File: config.mk
export PLATFORM = sky130hd
export DESIGN_NAME = wbFbSlave
export DESIGN_NICKNAME = d
export VERILOG_FILES = /design/src/hdl/fbPkg.sv /design/src/hdl/wbFbSlave.sv
export VERILOG_INCLUDE_DIRS = /design/src /design/src/hdl
export SDC_FILE = /design/constraint.sdc
export NUM_CORES = 1
export LEC_CHECK = 0
export ABC_AREA = 1
export BUFFER_PORTS_ARGS = -buffer_cell sky130_fd_sc_hd__clkbuf_2
export CORE_MARGIN = 4
export CORE_UTILIZATION = 39
export DETAILED_ROUTE_END_ITERATION = 12
export HOLD_SLACK_MARGIN = 0.15
export PLACE_DENSITY = 0.76
export SYNTH_ARGS = -nofsm -noshare
export SYNTH_HDL_FRONTEND = slang
export SYNTH_SLANG_ARGS = --single-unit
File: constraint.sdc
create_clock -name ClockA -period 3.06 [get_ports ClockA]
set_input_delay 0.306 -clock ClockA [delete_from_list [all_inputs] [get_ports ClockA]]
set_output_delay 0.306 -clock ClockA [all_outputs]
set_load 0.05 [all_outputs]
File: src/hdl/fb_macros.svh
// geometry and timing constants for the RGBW panel framebuffer
// include wherever the panel dimensions or display timing are needed

`ifndef FB_MACROS_SVH
`define FB_MACROS_SVH

// two stacked subpanels
`define FB_SUBPANEL_BITS 1

// red, green, blue, white
`define FB_CHANNEL_BITS 2

// 8 rows per subpanel, 32 columns
`define FB_ROW_BITS 3
`define FB_COL_BITS 5

// bits per channel, also the number of bitplanes
`define FB_DATA_BITS 8

// display cycles for bitplane 0, doubled per plane
`define FB_OE_UNIT 4

// one lane per subpanel and channel
`define FB_LANES (1 << (`FB_SUBPANEL_BITS + `FB_CHANNEL_BITS))

`endif

File: src/hdl/fbPkg.sv
// shared types for the framebuffer, Wishbone slave and scanner
// import inside a module body after referencing types in the port list

`include "fb_macros.svh"

package fbPkg;

    // host pixel address: subpanel, row, column, channel from msb down
    typedef logic [`FB_SUBPANEL_BITS + `FB_ROW_BITS + `FB_COL_BITS
                   + `FB_CHANNEL_BITS - 1:0] pixelAddr_t;

    // address inside one lane, row then column
    typedef logic [`FB_ROW_BITS + `FB_COL_BITS - 1:0] bodyAddr_t;

    // subpanel bits then channel bits
    typedef logic [`FB_SUBPANEL_BITS + `FB_CHANNEL_BITS - 1:0] laneIdx_t;

    typedef logic [`FB_DATA_BITS - 1:0] pixelByte_t;

    // lane k sits in byte k
    typedef logic [`FB_LANES * `FB_DATA_BITS - 1:0] laneWord_t;

    // one data pin per lane
    typedef logic [`FB_LANES - 1:0] panelBits_t;

    typedef logic [`FB_ROW_BITS - 1:0] rowAddr_t;

    // msb selects the control register, the rest is a pixel address
    typedef logic [$bits(pixelAddr_t):0] wbAddr_t;

    typedef enum logic [2:0] {Idle, Prime, Shift, Latch, Display} scanState_t;

endpackage

File: src/hdl/wbFbSlave.sv
// Wishbone classic slave for the framebuffer
// forwards pixel writes to memory and holds the scan-enable register

module wbFbSlave (
    input  logic              ClockA,
    input  logic              reset,
    input  logic              wbCyc,
    input  logic              wbStb,
    input  logic              wbWe,
    input  fbPkg::wbAddr_t    wbAdr,
    input  fbPkg::pixelByte_t wbDatW,
    output fbPkg::pixelByte_t wbDatR,
    output logic              wbAck,
    output logic              wbErr,
    output logic              memWe,
    output fbPkg::pixelAddr_t memAddr,
    output fbPkg::pixelByte_t memData,
    output logic              scanEnable
);
    import fbPkg::*;

    logic request;
    logic ctrlSel;
    logic pixelWrite;

    // skip the cycle right after a termination, strobe is still held there
    assign request = wbCyc && wbStb && !wbAck && !wbErr;

    // top address bit picks the control register
    assign ctrlSel    = wbAdr[$bits(wbAddr_t)-1];
    assign pixelWrite = request && !ctrlSel && wbWe;

    always_ff @(posedge ClockA) begin
        if (reset) begin
            wbAck      <= 1'b0;
            wbErr      <= 1'b0;
            memWe      <= 1'b0;
            scanEnable <= 1'b0;
        end else begin
            // pixel reads are not supported and end with an error
            wbAck <= request && (ctrlSel || wbWe);
            wbErr <= request && !ctrlSel && !wbWe;
            // memory write pulse lines up with the ack
            memWe <= pixelWrite;
            if (request && ctrlSel && wbWe) begin
                scanEnable <= wbDatW[0];
            end
        end
    end

    // payload registers
    always_ff @(posedge ClockA) begin
        if (pixelWrite) begin
            memAddr <= wbAdr[$bits(pixelAddr_t)-1:0];
            memData <= wbDatW;
        end
        // control readback, enable in bit 0
        if (request && ctrlSel && !wbWe) begin
            wbDatR <= pixelByte_t'(scanEnable);
        end
    end

    ackErrExclusive: assert property (@(posedge ClockA) disable iff (reset)
        !(wbAck && wbErr));

endmodule

# Yosys cells after proc, flatten, opt, wreduce, memory -nomap -nowiden
# Index checks and enable logic that the tools add are counted.
[op_classes]
reduce_logical = 15
[ops]
columns = ["operator", "n"]
rows = [
  ["$logic_and 1x1->1", 10],
  ["$logic_not 1->1", 4],
  ["$logic_or 1x1->1", 1],
]
[word_totals]
reg_bits = 24
inputBits = 25
out_inout_bits = 31

# Longest topological paths before layout
# Gate-level depths: netlist (run 1).
[depth]
word_depth = 5
depth_mapped = 6
ltp_nobuf = 6

# Worst setup path after synthesis (run 1)
# OpenSTA, ideal clock, no wires.
[synth_timing]
kind = "flip-flop to flip-flop"
startpoint = "reg wbErr"
endpoint = "reg memAddr[0], enable pin"
synth_period_minus_slack_ns = 2.515
arrival_ns = 2.096
path_buffers = 0
setup_time_ns = 0.419
slack_ns = 0.545
path_stages_with_launch = 4
path_cell_list = "dfxtp_1 > nor2_2 > nand2_2 > nor3_1"
[synth_via]
elab_chain_cells = 4
[synth_rtl]
columns = ["element", "line_no", "source"]
rows = [
  ["from (decl)", "wbFbSlave.sv:14", "output logic wbErr,"],
  ["from (signal assigned)", "wbFbSlave.sv:42", "wbErr <= request && !ctrlSel && !wbWe;"],
  ["$logic_not 1->1", "wbFbSlave.sv:27", "assign request = wbCyc && wbStb && !wbAck && !wbErr;"],
  ["$logic_and 1x1->1", "wbFbSlave.sv:27", ""],
  ["$logic_and 1x1->1 (2 in series)", "wbFbSlave.sv:31", "assign pixelWrite = request && !ctrlSel && wbWe;"],
  ["via pixelWrite", "wbFbSlave.sv:24", "logic pixelWrite;"],
  ["to (signal assigned)", "wbFbSlave.sv:54", "memAddr <= wbAdr[$bits(pixelAddr_t)-1:0];"],
  ["to (decl)", "wbFbSlave.sv:16", "output fbPkg::pixelAddr_t memAddr,"],
]
# The timed path passes the listed nets, and every way through them passes these cells.
# A chain may end at the register's enable or synchronous reset.

# Worst setup path after layout (run 1)
[layout_timing]
startpoint = "reg wbAck"
endpoint = "out wbAck"
[layout_rtl]
columns = ["element", "line_no", "source"]
rows = [
  ["from (decl)", "wbFbSlave.sv:13", "output logic wbAck,"],
  ["from (signal assigned)", "wbFbSlave.sv:41", "wbAck <= request && (ctrlSel || wbWe);"],
]
# No word-level cell between the ends.

==> results of run 1 <==
registers in the layout, summed over array words and instances (netlist names):
signal      cells
memData         8
scanEnable      1
memWe           1
wbDatR          1
memAddr        11
wbAck           1
wbErr           1
power by group through the flow:
stage,clock network (mW),registers [mW],logic (mW)
floorplan,0,0.390,0.0329
global placement,0,0.369,0.0694
CTS,0.160,0.362,0.0711
detailed placement,0,0.370,0.0710
global route,0.180,0.363,0.0882
finish,0.154,0.362,0.0821
kinds of logic after synthesis:
family                 count (synthesis)  share of synthesized area (%)
DFF                                   24                          82.68
and+or+nand+nor                       15                          8.663
buffers and inverters                 11                          8.206
other                                  1                         0.4555
per-stage QoR:
stage	utilization, %	hold slack [ns]
after floorplan	-	0.3824
after global placement	54.48	0.4448
after detailed placement	54.48	0.4391
after CTS	56.31	0.1634
after global routing	61.87	0.1501
final	61.87	0.1823
metal layers:
layer	part of all wire (%)	vias up	track usage [%]
li1	-	290	-
met1	34	249	10.36
met2	51	38	17.14
met3	14	2	4.432
met4	1.2	0	8.936
met5	0	-	0
area by class of cell:
type	instances	share of cell area, %
multi-input combinational	22	8.367
timing repair buffer	60	29.18
sequential	24	55.51
tap	27	2.755
clock buffer	4	2.959
inverter	4	1.224
synth_stat cells (all sizes together):
master	count	area, sq um
nor3	2	10.01
edfxtp	20	600.6
dfxtp	4	80.08
nor2	5	21.27
nand2	5	21.27
buf	7	52.55
nor4	2	12.51
conb	1	3.750
inv	4	15.01
nand4	1	6.260
worst paths after layout:
check | start | end | depth (start not counted)
max | wbAck$_SDFF_PP0_ | wbAck | 1
min | wbAdr[5] | memAddr[5]$_DFFE_PP_ | 1
max reg2reg | wbErr$_SDFF_PP0_ | memAddr[7]$_DFFE_PP_ | 4
min reg2reg | scanEnable$_SDFFE_PP0P_ | wbDatR[0]$_DFFE_PP_ | 0
==> summary.txt, run 1 <==
Timing
  – Clock Skew: 0.006397 ns
  – Achievable Freq: 0.7887 GHz
  – Slew Viols, Final: 0
  – Final hold violation count: 0
  – Post-route minimum period: 1.268 ns
  – Worst Setup Slack, final: 1.792 ns
  – Period utilisation layout: 41.44%
  – Count of final setup violators: 0
  – RSZ-0062 raised after global routing: false
  – Setup TNS: 0 ns

Critical path
  – Crit Path Max Fanout: 2
  – WP data required: 2.75 ns
  – Buf/Inv on CP: 1
  – CP Capture Type: primary output
  – Worst-path cell chain: clkbuf_2
  – Crit path max-delay family: flip-flops
  – CP Class: register to primary output
  – CP arrival: 0.96 ns
  – CP max stage delay: 0.38 ns
  – CP max stage cell: dfxtp_1
  – CP Launch Type: register
  – R2r setup slk: 1.81 ns

Clocking
  – Clock root buffer: clkbuf_4
  – Num CTS Buffers: 3
  – Clock Sinks: 24
  – Post-CTS setup buffers: 0
  – Clock latency on the worst-skew pair: 0.30 ns
  – TritonCTS clock tree: done
  – Max Root-Sink Buffers: 2
  – CTS H-Tree Depth: 1
  – Clock slew at reported path FFs: 0.11 ns
  – Resized cells post-CTS: 0
  – Hold Buf Count CTS: 0

Placed design
  – Placed insts: 126
  – Post-place setup slack: 1.772 ns
  – Number of port buffers: 48
  – Dpl cell area: 1080 sq um
  – Post-DP HPWL: 1.252 mm
  – RD Place Congestion: 0.7671

Final layout
  – Area grow syn2layout: 48.94%
  – Most frequent cells in the layout: clkbuf_2 (48), edfxtp_1 (20), dlygate4sd3_1 (11)
  – Storage element area: 680.7 sq um
  – Filler instances: 174
  – Share of layout cells above drive strength 1: 49.12%
  – Nets@finish: 140
  – Fin area: 1226 sq um
  – Final std cells w/o fill: 141
  – # diodes: 0
  – Area occupied by multi-input gates: 102.6 sq um
  – Most common cell after layout, fill and taps aside: clkbuf_2

Pwr
  – Sw Ratio: 23.28%
  – Tot Pwr: 0.5979 mW
  – Pleak: 0.5599 nW
  – P per Cell Area: 487.6 nW/um^2
  – Sw power: 0.1392 mW
  – Maximum vdd ir drop: 0.1991 mV
  – Internal: 0.4587 mW
  – Clock power frac: 25.7%
  – Flop pwr share: 60.6%
  – Comb pwr share: 13.7%

Global route
  – Vias in the first global route: 495
  – Pin count of the biggest net entering global routing: 20
  – Aggregate global-route resource usage: 10.59%
  – Initial antenna violation count: 0
  – Total gr overflow: 0
  – Global-route wire length before repair: 2.035 mm

Run
  – Max-cap violations: 0

Drt
  – Drt pass-1 iters: 4
  – Drt total wl: 1.639 mm
  – Drt initial violations: 3
  – Remaining DRCs: 0
  – Antenna-violating nets left: 0
  – Via count: 579
  – WL/cell: 11.62 um
  – Routed vias/inst: 4.106

Worst hold path
  – Worst min path class: primary input to register

Run status
  – Outcome: completed

Yosys
  – Syn Area/Cell: 16.14 sq um
  – Distinct cells, synth: 12
  – Flops & latches, synth: 24
  – Number of synthesis warnings: 0
  – Mapped Cells: 51
  – Seq/Total Area, Yosys: 82.67%
  – Post-Synthesis Cell Area: 823.3 sq um

Floorplanning
  – Boundary pin count: 56
  – Placeable Area: 1982 sq um
  – Std cell rows: 16
  – Chip height: 53.95 um
  – Die W: 53.95 um
  – Starting Density: 41.54%
  – Die Area: 2910 sq um
No activity file was read; power rests on OpenSTA's default activity.
==> inputs of run 2 (changes only) <==
- ABC_AREA: 1 -> 0
- CORE_UTILIZATION: 39 -> 35
- PLACE_DENSITY: 0.76 -> 0.72
- clock period: 3.06 -> 1.1 ns (I/O delays scaled with it)
==> run 2 against run 1 <==
Compared with the run above: the flow now finishes with violations (negative setup slack); sequential cell count is the same; highest routed layer unchanged; area after synthesis grew 0.15%; combinational power grew to 3.3 times the previous value; critical path type is now register to register; total power grew to 2.7 times the previous value; largest cell class unchanged; worst hold slack gained 0.20 ns; synthesized cell count shrank 12%; register-to-register slack lost 2.0 ns; non-clock buffer count grew 14; clock-buffer cell count shrank 1.
==> summary.txt, run 2 <==
Drt
  – Remaining DRCs: 0 (unchanged)
  – Routed vias/inst: 4.120 (was 4.106)
  – Drt pass-1 iters: 4 (unchanged)
  – Antenna-violating nets left: 0 (unchanged)
  – WL/cell: 12.45 um (was 11.62 um)
  – Routed met1 length: 695 um (was 550 um)
  – Drt initial violations: 16 (was 3)
  – Highest Signal Layer: met4 (unchanged)
  – Met2 wire length: 950 um (was 833 um)
  – Drt total wl: 1.868 mm (was 1.639 mm)
  – WL met3: 198 um (was 235 um)
  – Via count: 618 (was 579)

Global route
  – Total gr overflow: 0 (unchanged)
  – Pin count of the biggest net entering global routing: 20 (unchanged)
  – Global-route wire length before repair: 3.132 mm (was 2.035 mm)
  – Vias in the first global route: 694 (was 495)
  – Aggregate global-route resource usage: 13.02% (was 10.59%)
  – Initial antenna violation count: 0 (unchanged)

Clocking
  – CTS H-Tree Depth: 1 (unchanged)
  – Clock Sinks: 24 (unchanged)
  – Num CTS Buffers: 3 (unchanged)
  – Clock latency on the worst-skew pair: 0.30 ns (about the same)
  – Max Root-Sink Buffers: 2 (unchanged)
  – Clock root buffer: clkbuf_4 (unchanged)
  – TritonCTS clock tree: done (unchanged)
  – Clock slew at reported path FFs: 0.11 ns (about the same)

Timing
  – Worst Setup Slack, final: -0.1864 ns (was 1.792 ns)
  – RSZ-0062 raised after global routing: true (was false)
  – Clock Skew: 0.002826 ns (was 0.006397 ns)
  – Post-route minimum period: 1.286 ns
  – Worst hold margin: 0.3865 ns (was 0.1823 ns)
  – Achievable Freq: 0.7774 GHz
  – Slew Viols, Final: 0 (unchanged)
  – Final hold violation count: 0 (unchanged)
  – Count of final setup violators: 20 (was 0)
  – Period utilisation layout: 116.9%

Yosys
  – Simple-gate share of the synthesized area: 9.408% (was 8.663%)
  – Post-synth EDFFs: 20 (unchanged)
  – Asr flop ratio synth: 0% (unchanged)
  – Main combinational cell family by area after synthesis: simple AND/OR/NAND/NOR gates (unchanged)
  – Post-Synth Adder-Cell Area: 0% (unchanged)
  – Post-Synthesis Cell Area: 824.5 sq um (was 823.3 sq um)
  – Synth Flop Type: edfxtp_1 (unchanged)
  – Seq/Total Area, Yosys: 82.55% (was 82.67%)
  – Area leader, netlist: edfxtp_1 (unchanged)
  – Synth area leaders: edfxtp_1 (73%), dfxtp_1 (9.7%), buf_4 (6.4%), nand2b_1 (2.3%), and4bb_2 (1.5%) (was edfxtp_1 (73%), dfxtp_1 (9.7%), buf_4 (6.4%), inv_1 (1.8%), nand2_1 (1.8%))
  – Synth Area in Compound Gates: 0% (unchanged)
  – Number of synthesis warnings: 0 (unchanged)
  – Flops & latches, synth: 24 (unchanged)
  – Synth Area in XOR/XNOR: 0% (unchanged)
  – Most frequent cells after synthesis: edfxtp_1 (20), buf_4 (7), dfxtp_1 (4), nand2b_1 (3), nor2_1 (3) (was edfxtp_1 (20), buf_4 (7))
  – Distinct cells, synth: 13 (was 12)
  – Synth top area share: 72.84% (was 72.95%)
  – Mux share of post-synthesis cell area: 1.214% (was 0%)
  – Mapped Cells: 45 (was 51)
  – Syn Area/Cell: 18.32 sq um (was 16.14 sq um)
  – Cell with the most instances after synthesis: edfxtp_1 (unchanged)

Critical path
  – CP Capture Type: register (was primary output)
  – CP Launch Type: register (unchanged)
  – CP arrival: 1.31 ns (was 0.96 ns)
  – Crit Path Max Fanout: 19 (was 2)
  – WP data required: 1.12 ns (was 2.75 ns)
  – CP Class: register to register (was register to primary output)

Final layout
  – Filler instances: 171 (was 174)
  – Largest register FFs: 11 (unchanged)
  – Nets@finish: 148 (was 140)
  – Area occupied by multi-input gates: 135.1 sq um (was 102.6 sq um)
  – Area grow syn2layout: 68.89% (was 48.94%)
  – Most frequent cells in the layout: clkbuf_2 (46), dlygate4sd3_1 (23), edfxtp_1 (20) (was clkbuf_2 (48), edfxtp_1 (20), dlygate4sd3_1 (11))
  – Share of layout cells above drive strength 1: 50.82% (was 49.12%)
  – Leading registers by flop count: memAddr x11, memData x8 (unchanged)
  – Final core utilization: 62.35% (was 61.87%)
  – Most flops, register: memAddr (unchanged)
  – Storage element area: 688.2 sq um (was 680.7 sq um)
  – # diodes: 0 (unchanged)
  – Most common cell after layout, fill and taps aside: clkbuf_2 (unchanged)

Placed design
  – Number of port buffers: 48 (unchanged)
  – RD Place Congestion: 0.6742 (was 0.7671)
  – Post-DP HPWL: 1.287 mm (was 1.252 mm)

Worst hold path
  – Worst min path class: primary input to register (unchanged)

Run status
  – Violated checks: negative setup slack
  – Outcome: complete, but fails checks (was completed)

Floorplanning
  – Boundary pin count: 56 (unchanged)
  – Chip height: 56.54 um (was 53.95 um)
  – Std cell rows: 17 (was 16)
  – Starting Density: 36.92% (was 41.54%)
  – Die Area: 3196 sq um (was 2910 sq um)
  – Die W: 56.54 um (was 53.95 um)
  – Placeable Area: 2233 sq um (was 1982 sq um)

Pwr
  – P per Cell Area: 1172 nW/um^2 (was 487.6 nW/um^2)
  – Maximum vdd ir drop: 0.7150 mV (was 0.1991 mV)
  – Tot Pwr: 1.632 mW (was 0.5979 mW)
  – Pleak: 0.6075 nW (was 0.5599 nW)

Run
  – Max-cap violations: 0 (unchanged)
==> run 2: cell count changes after synthesis, sizes merged, moves of 2 or more <==
cell    delta
nand2      -4
nand2b     +3
nor4       -2
nor2       -2
inv        -4
==> run 2: where the power goes <==
part | internal (mW) | leakage (nW) | switching (mW)
Combinational | 0.114 | 0.378 | 0.161
Clock | 0.132 | 0.0154 | 0.222
Sequential | 0.998 | 0.215 | 0.00488
Total | 1.24 | 0.607 | 0.388
==> run 2: stage by stage <==
| step | setup WS [ns] | setup TNS [ns] | area [sq um] | instances |
|---|---|---|---|---|
| floorplan | -0.2860 | -5.501 | 858.3 | 51 |
| detailed placement | -0.2342 | -4.513 | 1096 | 122 |
| CTS | -0.1943 | -3.832 | 1396 | 151 |
| finish | -0.1864 | -3.611 | 1393 | 150 |
| global placement | -0.2173 | -4.187 | 1096 | 122 |
| global route | -0.2221 | -4.451 | 1393 | 150 |
==> run 2: path summary, 6_finish.rpt <==
check                     startpoint              endpoint  slack [ns]  cells after the start
max                 wbErr$_SDFF_PP0_  memAddr[7]$_DFFE_PP_       -0.19                      3
min                            wbCyc      wbErr$_SDFF_PP0_        0.39                      5
max reg2reg         wbErr$_SDFF_PP0_  memAddr[7]$_DFFE_PP_       -0.19                      3
min reg2reg  scanEnable$_SDFFE_PP0P_   wbDatR[0]$_DFFE_PP_        0.48                      0
==> run 2: final cells by class <==
cell class / instances / area share [%]
multi-input combinational: 20 / 9.704
clock buffer: 3 / 1.617
tap: 28 / 2.516
timing repair buffer: 74 / 36.48
sequential: 24 / 49.42
clock inverter: 1 / 0.2695
==> run 2: routing by layer <==
metal | track usage, % | vias up
met1 | 13.20 | 271
met4 | 5.085 | 0
li1 | - | 302
met2 | 24.42 | 41
met5 | 0 | -
met3 | 3.908 | 4
==> run 2: critical path: stages (launching register included) <==
cell and delay [ns]:
dfxtp_4 0.36, and4bb_2 0.29, and3b_4 0.21, buf_12 0.15
==> run 2: cell families after synthesis <==
kind of cell	after synthesis
mux	1
flops	24
simple gates	12
other cells	1
buf+inv	7
==> run 2: timing repair <==
item / 4_1_cts / 5_1_grt
pin swaps: 1 / 2
hold buffers: 23 / 0
endpoints found under the hold margin: 23 / 0
resized for setup: 3 / 4
setup endpoints to repair: 20 / 26
setup buffers: 3 / 0
