`config.mk`:
```
export PLATFORM = sky130hd
export DESIGN_NAME = panelScanner
export DESIGN_NICKNAME = d
export VERILOG_FILES = /design/src/hdl/fbPkg.sv /design/src/hdl/panelScanner.sv
export VERILOG_INCLUDE_DIRS = /design/src /design/src/hdl
export SDC_FILE = /design/constraint.sdc
export NUM_CORES = 1
export LEC_CHECK = 0
export ABC_CLOCK_PERIOD_IN_PS = 3200
export BUFFER_PORTS_ARGS = -buffer_cell sky130_fd_sc_hd__buf_2
export CAP_MARGIN = 20
export CORE_MARGIN = 3
export CORE_UTILIZATION = 48
export CTS_CLUSTER_SIZE = 8
export DETAILED_ROUTE_END_ITERATION = 8
export PLACE_DENSITY = 0.78
export SETUP_SLACK_MARGIN = 0.02
export SLEW_MARGIN = 0
export SYNTH_ARGS = -nofsm -noshare
export SYNTH_HDL_FRONTEND = slang
export SYNTH_SLANG_ARGS = --single-unit
```
`constraint.sdc`:
```
create_clock -name ClockA -period 3.2 [get_ports ClockA]
set_input_delay 0.48 -clock ClockA [delete_from_list [all_inputs] [get_ports ClockA]]
set_output_delay 0.48 -clock ClockA [all_outputs]
set_load 0.02 [all_outputs]
```
`src/hdl/fb_macros.svh`:
```
// geometry and timing constants for the RGBW panel framebuffer
// include wherever the panel dimensions or display timing are needed

`ifndef FB_MACROS_SVH
`define FB_MACROS_SVH

// two stacked subpanels
`define FB_SUBPANEL_BITS 1

// red, green, blue, white
`define FB_CHANNEL_BITS 2

// 8 rows per subpanel, 32 columns
`define FB_ROW_BITS 3
`define FB_COL_BITS 5

// bits per channel, also the number of bitplanes
`define FB_DATA_BITS 8

// display cycles for bitplane 0, doubled per plane
`define FB_OE_UNIT 4

// one lane per subpanel and channel
`define FB_LANES (1 << (`FB_SUBPANEL_BITS + `FB_CHANNEL_BITS))

`endif

```
`src/hdl/fbPkg.sv`:
```
// shared types for the framebuffer, Wishbone slave and scanner
// import inside a module body after referencing types in the port list

`include "fb_macros.svh"

package fbPkg;

    // host pixel address: subpanel, row, column, channel from msb down
    typedef logic [`FB_SUBPANEL_BITS + `FB_ROW_BITS + `FB_COL_BITS
                   + `FB_CHANNEL_BITS - 1:0] pixelAddr_t;

    // address inside one lane, row then column
    typedef logic [`FB_ROW_BITS + `FB_COL_BITS - 1:0] bodyAddr_t;

    // subpanel bits then channel bits
    typedef logic [`FB_SUBPANEL_BITS + `FB_CHANNEL_BITS - 1:0] laneIdx_t;

    typedef logic [`FB_DATA_BITS - 1:0] pixelByte_t;

    // lane k sits in byte k
    typedef logic [`FB_LANES * `FB_DATA_BITS - 1:0] laneWord_t;

    // one data pin per lane
    typedef logic [`FB_LANES - 1:0] panelBits_t;

    typedef logic [`FB_ROW_BITS - 1:0] rowAddr_t;

    // msb selects the control register, the rest is a pixel address
    typedef logic [$bits(pixelAddr_t):0] wbAddr_t;

    typedef enum logic [2:0] {Idle, Prime, Shift, Latch, Display} scanState_t;

endpackage

```
`src/hdl/panelScanner.sv`:
```
// scan engine for the RGBW panel
// walks rows and bitplanes, shifts one column per cycle, latches, then
// displays for a time that doubles with each bitplane

`include "fb_macros.svh"

module panelScanner (
    input  logic              ClockA,
    input  logic              reset,
    input  logic              scanEnable,
    input  fbPkg::laneWord_t  rdData,
    output logic              rdEn,
    output fbPkg::bodyAddr_t  rdAddr,
    output fbPkg::panelBits_t panelData,
    output logic              panelShift,
    output logic              panelLatch,
    output fbPkg::rowAddr_t   panelRow,
    output logic              panelBlank
);
    import fbPkg::*;

    localparam int ColBits   = `FB_COL_BITS;
    localparam int PlaneBits = $clog2(`FB_DATA_BITS);
    // longest display time is the top plane
    localparam int DispBits  = $clog2((`FB_OE_UNIT << (`FB_DATA_BITS - 1)) + 1);

    localparam logic [ColBits-1:0]   LastCol   = '1;
    localparam logic [PlaneBits-1:0] LastPlane = PlaneBits'(`FB_DATA_BITS - 1);

    scanState_t           state;
    logic [ColBits-1:0]   col;
    logic [ColBits-1:0]   colNext;
    logic [ColBits-1:0]   readCol;
    logic [PlaneBits-1:0] plane;
    rowAddr_t             row;
    logic [DispBits-1:0]  dispCnt;

    assign colNext = col + 1'b1;

    always_ff @(posedge ClockA) begin
        if (reset) begin
            state   <= Idle;
            col     <= '0;
            plane   <= '0;
            row     <= '0;
            dispCnt <= '0;
        end else if (!scanEnable) begin
            // stop at once, restart from the top of the frame
            state <= Idle;
            col   <= '0;
            plane <= '0;
            row   <= '0;
        end else begin
            case (state)
                Idle: begin
                    state <= Prime;
                end
                Prime: begin
                    state <= Shift;
                    col   <= '0;
                end
                Shift: begin
                    if (col == LastCol) begin
                        state <= Latch;
                    end else begin
                        col <= colNext;
                    end
                end
                Latch: begin
                    state   <= Display;
                    // counts down to zero, so load one less
                    dispCnt <= (DispBits'(`FB_OE_UNIT) << plane) - 1'b1;
                end
                Display: begin
                    if (dispCnt == '0) begin
                        state <= Prime;
                        // planes inside a row, row counter wraps on its own
                        if (plane == LastPlane) begin
                            plane <= '0;
                            row   <= row + 1'b1;
                        end else begin
                            plane <= plane + 1'b1;
                        end
                    end else begin
                        dispCnt <= dispCnt - 1'b1;
                    end
                end
                default: begin
                    state <= Idle;
                end
            endcase
        end
    end

    // column 0 is fetched in Prime, then always one column ahead during Shift
    assign readCol = (state == Prime) ? '0 : colNext;
    assign rdEn    = (state == Prime) || (state == Shift && col != LastCol);
    assign rdAddr  = {row, readCol};

    // bit p of every lane byte for the current column
    always_comb begin
        for (int k = 0; k < `FB_LANES; k++) begin
            panelData[k] = rdData[k*`FB_DATA_BITS + plane];
        end
    end

    assign panelShift = (state == Shift);
    assign panelLatch = (state == Latch);
    assign panelRow   = row;
    assign panelBlank = (state != Display);

    shiftLatchExclusive: assert property (@(posedge ClockA) disable iff (reset)
        !(panelShift && panelLatch));

    // never light the row while new column data is moving in
    blankWhileShift: assert property (@(posedge ClockA) disable iff (reset)
        panelShift |-> panelBlank);

endmodule

```
### Yosys cells after proc, flatten, opt, wreduce, memory -nomap -nowiden

Cells that the tools add are included.

| word-level totals | value |
|---|---|
| bits of input ports | 67 |
| logic and storage cells | 76 |
| register bits after elaboration | 24 |
| output and inout port bits | 23 |

| cells by class | value |
|---|---|
| bitwise gates (word level) | 1 |
| shift operators | 1 |
| eq/ne operators | 12 |
| multiplexer cells | 25 |
| add/sub/neg operators | 12 |
| reduce and logical (&&, ||, !) cells | 12 |
| magnitude comparators | 8 |

Operators by type and width:

| kind | count |
|---|---|
| 1-bit binary-select mux with 6-bit select | 7 |
| 6-bit by 3-bit adder with 7-bit output (first input constant) | 4 |
| 7-bit < comparator (second input constant) | 4 |
| 10-bit case mux with 2 select lines | 1 |
| 10-bit by 1-bit subtractor with 10-bit output (second input constant) | 2 |
| 3-bit case mux with 5 select lines | 1 |
| 6-bit by 7-bit < comparator with 1-bit output (second input constant) | 2 |
| 5-bit by 3-bit adder with 6-bit output (first input constant) | 2 |
| 10-bit zero test | 1 |
| 10-bit two-way mux | 1 |
| 5-bit two-way mux | 2 |
| 5-bit case mux with 2 select lines | 1 |
| 3-bit by 3-bit left shift with 10-bit output (first input constant) | 1 |
| 3-bit two-way mux | 3 |
| 1-bit two-way mux | 8 |
| 3-bit by 7-bit < comparator with 1-bit output (second input constant) | 1 |
| 5-bit by 7-bit < comparator with 1-bit output (second input constant) | 1 |
| 3-bit by 1-bit adder with 3-bit output (second input constant) | 2 |
| 3-bit by 2-bit equality test with 1-bit output (second input constant) | 2 |
| 3-bit equality test (second input constant) | 2 |
| 2-bit inequality test (second input constant) | 3 |
| 2-bit AND reduction | 3 |
| 3-bit AND reduction | 2 |
| 4-bit by 3-bit adder with 5-bit output (first input constant) | 1 |
| other kinds (13) | 14 |

### Depth between registers and ports, before layout

Gate-level depths: netlist (run 1).

| logic depth | value |
|---|---|
| depth after elaboration | 3 |
| mapped depth | 10 |
| mapped depth without buffers | 8 |

### Least setup slack after synthesis (run 1)

No wires, ideal clock.

| timing path | value |
|---|---|
| path type | register to register |
| start point | register plane[0] |
| end point | register dispCnt[9] |
| data arrival time | 2.507 ns |
| path buffers | 3 |
| period minus slack after synthesis | 2.632 ns |
| setup time | 0.125 ns |
| setup slack | 0.568 ns |
| required time | 3.075 ns |
| cell stages (with the launch flop) | 11 |
| cell sequence | dfxtp_1 > clkbuf_1 > buf_2 > inv_1 > ha_1 > clkbuf_1 > nor4_1 > nand2_1 > a32o_1 > a32oi_1 > o41ai_1 |

| between the ends | value |
|---|---|
| word-level cells in the longest chain between the ends | 3 |

Ends and longest elaborated chain:

| what | line | RTL |
|---|---|---|
| from (decl) | panelScanner.sv:34 | `logic [PlaneBits-1:0] plane;` |
| from (signal assigned) | panelScanner.sv:82 | `plane <= plane + 1'b1;` |
| 3-bit by 3-bit left shift with 10-bit output | panelScanner.sv:72 | `` dispCnt <= (DispBits'(`FB_OE_UNIT) << plane) - 1'b1; `` |
| 10-bit by 1-bit subtractor with 10-bit output | panelScanner.sv:72 |  |
| 10-bit case mux with 2 select lines | panelScanner.sv:54 | `case (state)` |
| to (signal assigned) | panelScanner.sv:72 |  |
| to (signal assigned) | panelScanner.sv:85 | `dispCnt <= dispCnt - 1'b1;` |
| to (decl) | panelScanner.sv:36 | `logic [DispBits-1:0] dispCnt;` |

No other way between the ends.
A chain may end at the register's enable or synchronous reset.

### Worst setup path after layout (run 1)

| timing path | value |
|---|---|
| start point | register plane[1] |
| end point | register dispCnt[9] |

The elaborated chain is that of the path after synthesis.

==> flow_summary.json, run 1 <==
{
  "num_vias": 2230,
  "initial_core_util_pct": 50.93,
  "hold_depth": 2,
  "p_switching_uw": 149.7,
  "p_clk_share_pct": 40.7,
  "grt_overflow": 0,
  "final-setup-viol-count": 0,
  "p_comb_share_pct": 14.2,
  "post_cts_buffers": 0,
  "diodes": 0,
  "placed_area_um2": 2539,
  "async_flop_share_pct": 0,
  "holdWs_ns": 0.4671,
  "finalClockSkew_ns": 0.005133,
  "reg2reg_slack_ns": 0.70,
  "rsz0062_at_grt": "false",
  "die-area_um2": 5195,
  "synth_most_common_cell": "nand2_1",
  "critPathCaptureType": "flip-flop",
  "vdd_drop_max_mv": 0.2010,
  "clockBufferDepth": 2,
  "synth_seq_area_share_pct": 22.93,
  "io_buffers": 89,
  "post-route-min-period_ns": 2.502,
  "timing.rr.start": "plane[1]",
  "arrival_ns": 2.66,
  "synth_area_leader_cell": "dfxtp_1",
  "grt_first_pass_wirelength_mm": 9.080,
  "grt.total_usage_pct": 21.12,
  "drt_iter0_markers": 149,
  "drive_gt1_share_pct": 36.34,
  "ant_nets": 0,
  "hold_buffers": 0,
  "power_frac_seq_pct": 45.1,
  "post_drt_wl_per_cell_um": 13.81,
  "routed_wl_mm": 5.288,
  "crit_fanout": 20,
  "drc_errors": 0,
  "cp_slowest_stage_delay_ns": 0.83,
  "final_net_count": 411,
  "max_cap_violations": 0,
  "period_share_pct": 78.19,
  "grt_max_degree": 22,
  "clk_latency_ns": 0.27,
  "fill_cells": 356,
  "grt_pass1_vias": 2063,
  "final_cell_area_um2": 2610,
  "p_int_uw": 519.8,
  "status": "finished clean",
  "synth_edf_count": 0,
  "netSwitchingFraction_pct": 22.36,
  "critPathSlowestCell": "dfxtp_1",
  "die_h_um": 72.08,
  "cts_tree": "yes",
  "std_cell_rows": 23,
  "reg2regPathDepth": 7,
  "cts_buffers": 3,
  "cp.required_ns": 3.36,
  "yosysTopAreaCellShare_pct": 22.93,
  "ys_ff_latch": 24,
  "clkSlewWorstSetupHoldPaths_ns": 0.09,
  "post-place-cells": 379,
  "ctsResizeCount": 0,
  "holdCritStartpoint": "col[4]",
  "yosys-top-cells-count": "38 x nand2_1, 25 x nor2_1, 24 x dfxtp_1",
  "ctsHtreeMaxLevel": 1,
  "syn_to_final_growth_pct": 24.54,
  "coreArea_um2": 4115,
  "ys_warn_count": 0,
  "worstMarginPinSlew_ns": 0.7637,
  "setup_tns_ns": 0,
  "viasPerCell": 5.822,
  "power_density_nw_per_um2": 256.5,
  "cts.sink_count": 24,
  "p_leak_nw": 1.116,
  "path_cells": "inv_1 > ha_1 > nor4_1 > nand2_1 > a32o_1 > a32oi_1 > o41ai_1",
  "syn-cell-area_um2": 2096,
  "syn_inst": 256,
  "die_w_um": 72.08,
  "final_cells": 383,
  "synthFlopType": "dfxtp_1",
  "synth_fp_nets": 333,
  "hold_viol": 0,
  "avgSynthCellArea_um2": 8.187,
  "antenna_found_initial": 0,
  "critPathKind": "flip-flop to flip-flop",
  "fmax_mhz": 399.7,
  "synthTopCellsByArea": "dfxtp_1 23%, mux4_2 17%, nand2_1 6.8%, ha_1 6.0%, nor2_1 4.5%",
  "hold_class": "flip-flop to flip-flop",
  "firstDrtPassIters": 4,
  "globalplace.congestion": 0.9836,
  "ioPinCount": 90,
  "ctsRootBufferMaster": "clkbuf_8",
  "max_slew_margin_pct": 49.02,
  "hpwl_mm": 4.153,
  "reg2reg_to": "dispCnt[9]",
  "drv_slew": 0,
  "critPathLaunchType": "flip-flop",
  "min_to": "col[4]",
  "final_util_pct": 63.42,
  "synthDistinctLibCells": 54
}
## power groups by stage
| stage | Clock, mW | Combinational, mW | Sequential, mW |
|---|---|---|---|
| 2_1_floorplan | 0 | 0.0441 | 0.308 |
| 3_3_place_gp | 0 | 0.0957 | 0.309 |
| 3_5_place_dp | 0 | 0.0966 | 0.309 |
| 4_1_cts | 0.273 | 0.0967 | 0.302 |
| 5_1_grt | 0.283 | 0.106 | 0.302 |
| 6_report | 0.272 | 0.0953 | 0.302 |
## worst max-delay path by stage
stage,startpoint,endpoint,slack [ns],cells past startpoint
floorplan,plane[0],dispCnt[9],0.57,10
global placement,plane[1],dispCnt[9],0.77,7
detailed placement,plane[1],dispCnt[9],0.72,7
CTS,plane[1],dispCnt[9],0.69,7
global route,plane[1],dispCnt[9],0.38,7
finish,plane[1],dispCnt[9],0.70,7
## routing by layer
layer	track usage, %	vias to the layer above	part of all wire (%)
met5	0	-	0
met4	5.637	0	0.91
met3	3.047	5	8.4
met2	36.50	110	49
met1	27.50	1022	42
li1	-	1093	-
## worst max-delay path, delay by kind of cell (launching register included)
kind | cells | cell delay (ns)
AO/OA/AOI/OAI | 3 | 0.51
adder cells (fa/ha/maj) | 1 | 0.30
buffers and inverters | 1 | 0.14
flip-flops | 1 | 0.83
AND/OR/NAND/NOR | 2 | 0.62
## through the flow
| step | setup WS [ns] | power, mW |
|---|---|---|
| after global placement | 0.7736 | 0.4047 |
| after global routing | 0.3788 | 0.6913 |
| after detailed placement | 0.7189 | 0.4057 |
| after floorplan | 0.5675 | 0.3525 |
| after CTS | 0.6948 | 0.6714 |
| final | 0.6979 | 0.6695 |
## sequential cells by signal, summed over array words and instances, names as in the netlist
register,count
dispCnt,10
state,3
col,5
plane,3
panelRow,3
## logic make-up (layout without fill, tap and decap cells)
logic type	after synthesis	count (layout)	synth area share (%)
AO/OA/AOI/OAI	57	57	17.49
XOR/XNOR	5	5	2.090
adder cells (fa/ha/maj)	10	10	5.970
buffers and inverters	33	110	6.925
flip-flops	24	24	22.93
multiplexers	19	19	18.63
AND/OR/NAND/NOR	108	108	25.97
## area by class of cell
class                           count  area, µm²  area share, %
Clock buffer                        3      41.29          1.582
Clock inverter                      1      30.03          1.151
Inverter                           14      52.55          2.013
Multi-Input combinational cell    199       1475          56.52
Sequential cell                    24      480.5          18.41
Tap cell                           50      62.56          2.397
Timing Repair Buffer               92      467.9          17.93
## placed cells by master, fill, tap and decap left out, drive strengths merged, types with 2 or more instances in the layout
| cell | n |
|---|---|
| nand2 | 38 |
| mux4 | 16 |
| nand2b | 4 |
| o31ai | 2 |
| mux2i | 3 |
| nand3b | 2 |
| a22oi | 2 |
| nor2 | 25 |
| ha | 10 |
| or4 | 2 |
| o21ai | 13 |
| a211oi | 2 |
| buf | 92 |
| nand3 | 7 |
| or3 | 3 |
| nor4 | 3 |
| clkbuf | 3 |
| a21oi | 15 |
| xor2 | 2 |
| and3 | 2 |
| nor3 | 10 |
| dfxtp | 24 |
| nor3b | 3 |
| xnor2 | 3 |
| a31oi | 11 |
| or2 | 2 |
| nor2b | 3 |
| nand4 | 2 |
| inv | 14 |
Power figures use the tool's default switching activity.
==> inputs of run 2 (changes only) <==
--- a/config.mk
+++ b/config.mk
@@ -6,14 +6,14 @@
 export SDC_FILE = /design/constraint.sdc
 export NUM_CORES = 1
 export LEC_CHECK = 0
-export ABC_CLOCK_PERIOD_IN_PS = 3200
+export ABC_CLOCK_PERIOD_IN_PS = 2300
 export BUFFER_PORTS_ARGS = -buffer_cell sky130_fd_sc_hd__buf_2
 export CAP_MARGIN = 20
 export CORE_MARGIN = 3
-export CORE_UTILIZATION = 48
+export CORE_UTILIZATION = 44
 export CTS_CLUSTER_SIZE = 8
 export DETAILED_ROUTE_END_ITERATION = 8
-export PLACE_DENSITY = 0.78
+export PLACE_DENSITY = 0.75
 export SETUP_SLACK_MARGIN = 0.02
 export SLEW_MARGIN = 0
 export SYNTH_ARGS = -nofsm -noshare
==> constraint.sdc (replaced) <==
create_clock -name ClockA -period 2.3 [get_ports ClockA]
set_input_delay 0.345 -clock ClockA [delete_from_list [all_inputs] [get_ports ClockA]]
set_output_delay 0.345 -clock ClockA [all_outputs]
set_load 0.02 [all_outputs]
==> flow_summary.json, run 2 (synthesized netlist as in run 1, its figures left out) <==
{
  "status": "finished clean",
  "crit_fanout": 16,
  "viasPerCell": 5.690,
  "multi_input_area_um2": 1481,
  "final_cells": 393,
  "rsz0062_at_grt": "false",
  "die_h_um": 75.02,
  "critPathKind": "flip-flop to output pin",
  "hold_class": "input port to flip-flop",
  "p_leak_nw": 1.156,
  "grt.total_usage_pct": 20.37,
  "grt_pass1_vias": 1919,
  "ctsHtreeMaxLevel": 1,
  "cp_slowest_stage_delay_ns": 0.53,
  "worstMarginPinSlew_ns": 0.6198,
  "largest_reg_flops": 10,
  "met3_usage_pct": 5.073,
  "cp.required_ns": 1.96,
  "routed_wl_mm": 5.680,
  "ctsResizeCount": 0,
  "post-place-cells": 389,
  "grt_overflow": 0,
  "vdd_drop_max_mv": 0.2315,
  "post_cts_buffers": 0,
  "initial_core_util_pct": 46.84,
  "post_drt_wl_per_cell_um": 14.45,
  "firstDrtPassIters": 4,
  "drt_iter0_markers": 162,
  "final_util_pct": 59.96,
  "final_net_count": 419,
  "post-route-min-period_ns": 2.122,
  "max_slew_margin_pct": 58.53,
  "seqCellArea_um2": 480.5,
  "ctsRootBufferMaster": "clkbuf_8",
  "cp_num_buf_inv": 2,
  "critPathCaptureType": "output pin",
  "drv_slew": 0,
  "cts_buffers": 3,
  "final-setup-viol-count": 0,
  "fin_ws_ns": 0.1776,
  "ant_nets": 0,
  "grt.met1_usage_pct": 28.42,
  "arrival_ns": 1.78,
  "clockBufferDepth": 2,
  "num_vias": 2236,
  "final_cell_area_um2": 2683,
  "syn_to_final_growth_pct": 28.00,
  "hold_viol": 0,
  "die-area_um2": 5627,
  "period_share_pct": 92.28,
  "cts.sink_count": 24,
  "fmax_mhz": 471.2,
  "cp_top_family": "multiplexers",
  "fill_cells": 413,
  "die_w_um": 75.02,
  "grt_max_degree": 20,
  "critPathSlowestCell": "mux4_2",
  "hold_buffers": 0,
  "std_cell_rows": 24,
  "setup_tns_ns": 0,
  "io_buffers": 89,
  "cpMostUsedCell": "nand2_1",
  "finalClockSkew_ns": 0.006318,
  "grt_busiest_layer": "met2",
  "final_common_cell": "buf_2",
  "top_regs": "dispCnt (10), col (5)",
  "antenna_found_initial": 0,
  "use_met2_pct": 31.82,
  "clk_latency_ns": 0.28,
  "drive_gt1_share_pct": 38.12,
  "ioPinCount": 90,
  "drc_errors": 0,
  "cts_tree": "yes",
  "coreArea_um2": 4474,
  "path_cells": "buf_6 > mux4_2 > nand2_1 > nand2_1 > buf_2",
  "preCtsSetupSlack_ns": 0.1685,
  "layout_common_cells": "89 x buf_2, 38 x nand2_1, 25 x nor2_1",
  "max_cap_violations": 0,
  "hpwl_mm": 4.501,
  "diodes": 0,
  "critPathLaunchType": "flip-flop",
  "placed_area_um2": 2601,
  "globalplace.congestion": 0.9529,
  "power_density_nw_per_um2": 350.6,
  "clkSlewWorstSetupHoldPaths_ns": 0.09,
  "grt_first_pass_wirelength_mm": 9.025,
  "largest-register": "dispCnt"
}
## run 2: cell count changes in the layout (fill, tap and decap cells not counted)
cell    previous run  this run
nor4_1             3         2
buf_4              3        10
buf_6              0         1
nor4_2             0         1
## run 2: worst paths after layout
path	startpoint	end	slack, ns	cells past startpoint
hold / removal	scanEnable	panelRow[2]	0.40	3
hold reg to reg	col[4]	col[4]	0.47	2
setup reg to reg	dispCnt[2]	panelRow[2]	0.21	6
setup / recovery	plane[0]	panelData[6]	0.18	5
## run 2: layer usage
metal	wire length (µm)	part of all wire (%)
met5	0	0
met4	64	1.1
met3	522	9.2
met2	2706	48
met1	2386	42
## run 2: per-stage QoR
stage                     hold slack, ns  total power [mW]
final                             0.3952            0.9404
after global routing              0.3954            0.9787
after CTS                         0.3937            0.9452
after detailed placement          0.4553            0.5681
after global placement            0.4504            0.5663
after floorplan                   0.4362            0.4905
## run 2: cell type report
class,count,share of cell area (%)
multi-input combinational,199,55.22
inverter,14,1.959
clock buffer,3,1.539
timing repair buffer,100,19.82
tap,52,2.425
clock inverter,1,1.119
sequential,24,17.91
## run 2: worst reg2reg max path, delay by kind of cell (launching register included)
| family | cells | cell delay [ns] |
|---|---|---|
| simple gates | 4 | 1.35 |
| compound gates | 1 | 0.08 |
| buf+inv | 1 | 0.21 |
| flops | 1 | 0.37 |
## run 2: power by group
part / switching, mW / internal [mW]
sequential: 0.00321 / 0.417
combinational: 0.0596 / 0.0777
clock: 0.150 / 0.233
==> inputs of run 3 (changes only) <==
--- a/config.mk
+++ b/config.mk
@@ -6,14 +6,15 @@
 export SDC_FILE = /design/constraint.sdc
 export NUM_CORES = 1
 export LEC_CHECK = 0
-export ABC_CLOCK_PERIOD_IN_PS = 2300
+export ABC_AREA = 1
+export ABC_CLOCK_PERIOD_IN_PS = 2400
 export BUFFER_PORTS_ARGS = -buffer_cell sky130_fd_sc_hd__buf_2
 export CAP_MARGIN = 20
 export CORE_MARGIN = 3
-export CORE_UTILIZATION = 44
+export CORE_UTILIZATION = 49
 export CTS_CLUSTER_SIZE = 8
 export DETAILED_ROUTE_END_ITERATION = 8
-export PLACE_DENSITY = 0.75
+export PLACE_DENSITY = 0.78
 export SETUP_SLACK_MARGIN = 0.02
 export SLEW_MARGIN = 0
 export SYNTH_ARGS = -nofsm -noshare
==> constraint.sdc (replaced) <==
create_clock -name ClockA -period 2.4 [get_ports ClockA]
set_input_delay 0.36 -clock ClockA [delete_from_list [all_inputs] [get_ports ClockA]]
set_output_delay 0.36 -clock ClockA [all_outputs]
set_load 0.02 [all_outputs]
==> flow_summary.json, run 3 <==
{
  "cts.sink_count": 24,
  "hold_depth": 2,
  "final_cells": 485,
  "syn_inst": 354,
  "final_util_pct": 64.74,
  "grt_max_degree": 22,
  "diodes": 0,
  "hold_buffers": 0,
  "holdCritStartpoint": "reset",
  "die-area_um2": 5399,
  "cts_buffers": 3,
  "synthDistinctLibCells": 39,
  "post-place-cells": 481,
  "std_cell_rows": 23,
  "placed_area_um2": 2665,
  "critPathLaunchType": "flip-flop",
  "die_h_um": 73.48,
  "ys_warn_count": 0,
  "clk_latency_ns": 0.26,
  "avgSynthCellArea_um2": 6.302,
  "critPathKind": "flip-flop to output pin",
  "rsz0062_at_grt": "false",
  "multi_input_area_um2": 1461,
  "synthTopCellsByArea": "dfxtp_1 22%, nor2_1 12%, o21ai_0 9.2%, nand2_1 7.7%, inv_1 6.7%",
  "yosys-top-cells-count": "72 x nor2_1, 46 x nand2_1, 41 x o21ai_0",
  "grt_first_pass_wirelength_mm": 10.04,
  "post_cts_buffers": 0,
  "ioPinCount": 90,
  "async_flop_share_pct": 0,
  "fill_cells": 389,
  "cts_tree": "yes",
  "power_frac_seq_pct": 48.1,
  "grt.total_usage_pct": 22.71,
  "top_regs": "dispCnt (10), col (5)",
  "ys_ff_latch": 24,
  "yosysTopAreaCellShare_pct": 21.54,
  "num_vias": 2510,
  "clockBufferDepth": 2,
  "post-route-min-period_ns": 2.201,
  "reg2reg_slack_ns": 0.52,
  "largest_reg_flops": 10,
  "firstDrtPassIters": 5,
  "final-setup-viol-count": 0,
  "p_switching_uw": 227.8,
  "max_slew_margin_pct": 58.85,
  "p_clk_share_pct": 31.7,
  "layout_common_cells": "89 x buf_2, 72 x nor2_1, 46 x nand2_1",
  "fmax_mhz": 454.3,
  "clkSlewWorstSetupHoldPaths_ns": 0.09,
  "hpwl_mm": 4.655,
  "setup_tns_ns": 0,
  "period_share_pct": 91.71,
  "worstMarginPinSlew_ns": 0.6166,
  "final_cell_area_um2": 2720,
  "min_to": "dispCnt[3]",
  "p_leak_nw": 1.420,
  "vdd_drop_max_mv": 0.2973,
  "drt_iter0_markers": 189,
  "antenna_found_initial": 0,
  "routed_wl_mm": 6.112,
  "synth_most_common_cell": "nor2_1",
  "reg2reg_to": "dispCnt[4]",
  "max_cap_violations": 0,
  "critPathCaptureType": "output pin",
  "initial_core_util_pct": 53.10,
  "synthFlopType": "dfxtp_1",
  "p_int_uw": 628.9,
  "holdWs_ns": 0.3982,
  "crit_fanout": 11,
  "seqCellArea_um2": 480.5,
  "die_w_um": 73.48,
  "synth_edf_count": 0,
  "syn_to_final_growth_pct": 21.93,
  "finalClockSkew_ns": 0.007046,
  "final_net_count": 513,
  "globalplace.congestion": 0.8446,
  "worstSetupStartpoint": "col[0]",
  "synth_area_leader_cell": "dfxtp_1",
  "status": "finished clean",
  "timing.rr.start": "state[2]",
  "drc_errors": 0,
  "synth_fp_nets": 431,
  "io_buffers": 89,
  "arrival_ns": 1.84,
  "post_drt_wl_per_cell_um": 12.60,
  "largest-register": "dispCnt",
  "hold_viol": 0,
  "drv_slew": 0,
  "drive_gt1_share_pct": 31.72,
  "grt_pass1_vias": 2305,
  "ctsHtreeMaxLevel": 1,
  "ant_nets": 0,
  "ctsRootBufferMaster": "clkbuf_8",
  "grt_overflow": 0,
  "hold_class": "input port to flip-flop",
  "reg2regPathDepth": 7,
  "p_comb_share_pct": 20.2,
  "cp.required_ns": 2.04,
  "power_density_nw_per_um2": 314.9,
  "coreArea_um2": 4202,
  "synth_seq_area_share_pct": 21.54,
  "ctsResizeCount": 0,
  "viasPerCell": 5.175,
  "syn-cell-area_um2": 2231,
  "final_common_cell": "buf_2",
  "netSwitchingFraction_pct": 26.59
}
run 3: cell count changes in the layout (fill, tap and decap cells not counted), sizes merged, moves of 7 or more:
cell / change
nor3: -7
inv: +30
o21ai: +36
nand2: +24
o22ai: +8
nand3: +13
nor2: +51
mux4: -16
run 3: cell type report:
class | count | area share, %
Inverter | 45 | 6.256
Multi-Input combinational cell | 267 | 53.73
Timing Repair Buffer | 95 | 18.03
Tap cell | 50 | 2.300
Clock buffer | 4 | 2.024
Sequential cell | 24 | 17.66
run 3: worst max-delay path by stage:
| stage | to | slack [ns] |
|---|---|---|
| after global placement | rdEn | 0.54 |
| after global routing | rdEn | 0.09 |
| after floorplan | dispCnt[8] | 0.63 |
| final | rdEn | 0.20 |
| after detailed placement | rdEn | 0.48 |
| after CTS | rdEn | 0.19 |
run 3: power groups by stage:
stage	registers (mW)	logic [mW]	clock network, mW
after floorplan	0.420	0.0966	0
after global placement	0.421	0.170	0
after detailed placement	0.421	0.171	0
after CTS	0.412	0.172	0.280
after global routing	0.413	0.192	0.298
final	0.412	0.173	0.272
run 3: through the flow:
stage / power [mW] / worst slack, ns
2_1_floorplan: 0.5164 / 0.6265
3_3_place_gp: 0.5906 / 0.5355
3_5_place_dp: 0.5920 / 0.4847
4_1_cts: 0.8645 / 0.1901
5_1_grt: 0.9026 / 0.08925
6_report: 0.8567 / 0.1989
run 3: layer usage:
metal / up-vias / part of all wire [%] / track usage (%)
li1: 1308 / - / -
met1: 1111 / 43 / 28.98
met2: 87 / 49 / 40.35
met3: 4 / 7.4 / 2.189
met4: 0 / 0.80 / 6.237
met5: - / 0 / 0
run 3: critical path: stages, from the launching register on:
cell and delay (ns):
dfxtp_1 0.34, ha_1 0.22, and3_1 0.18, ha_1 0.17, or2_1 0.25, nand2_2 0.20, buf_2 0.21
run 3: cells by family (layout without fill, tap and decap cells):
kind of cell / after synthesis / after routing / synth area share (%)
compound gates: 85 / 85 / 21.71
xor+xnor: 4 / 4 / 1.570
fa+ha+maj: 10 / 10 / 5.609
buf+inv: 63 / 144 / 12.95
flops: 24 / 24 / 21.54
simple gates: 168 / 168 / 36.63
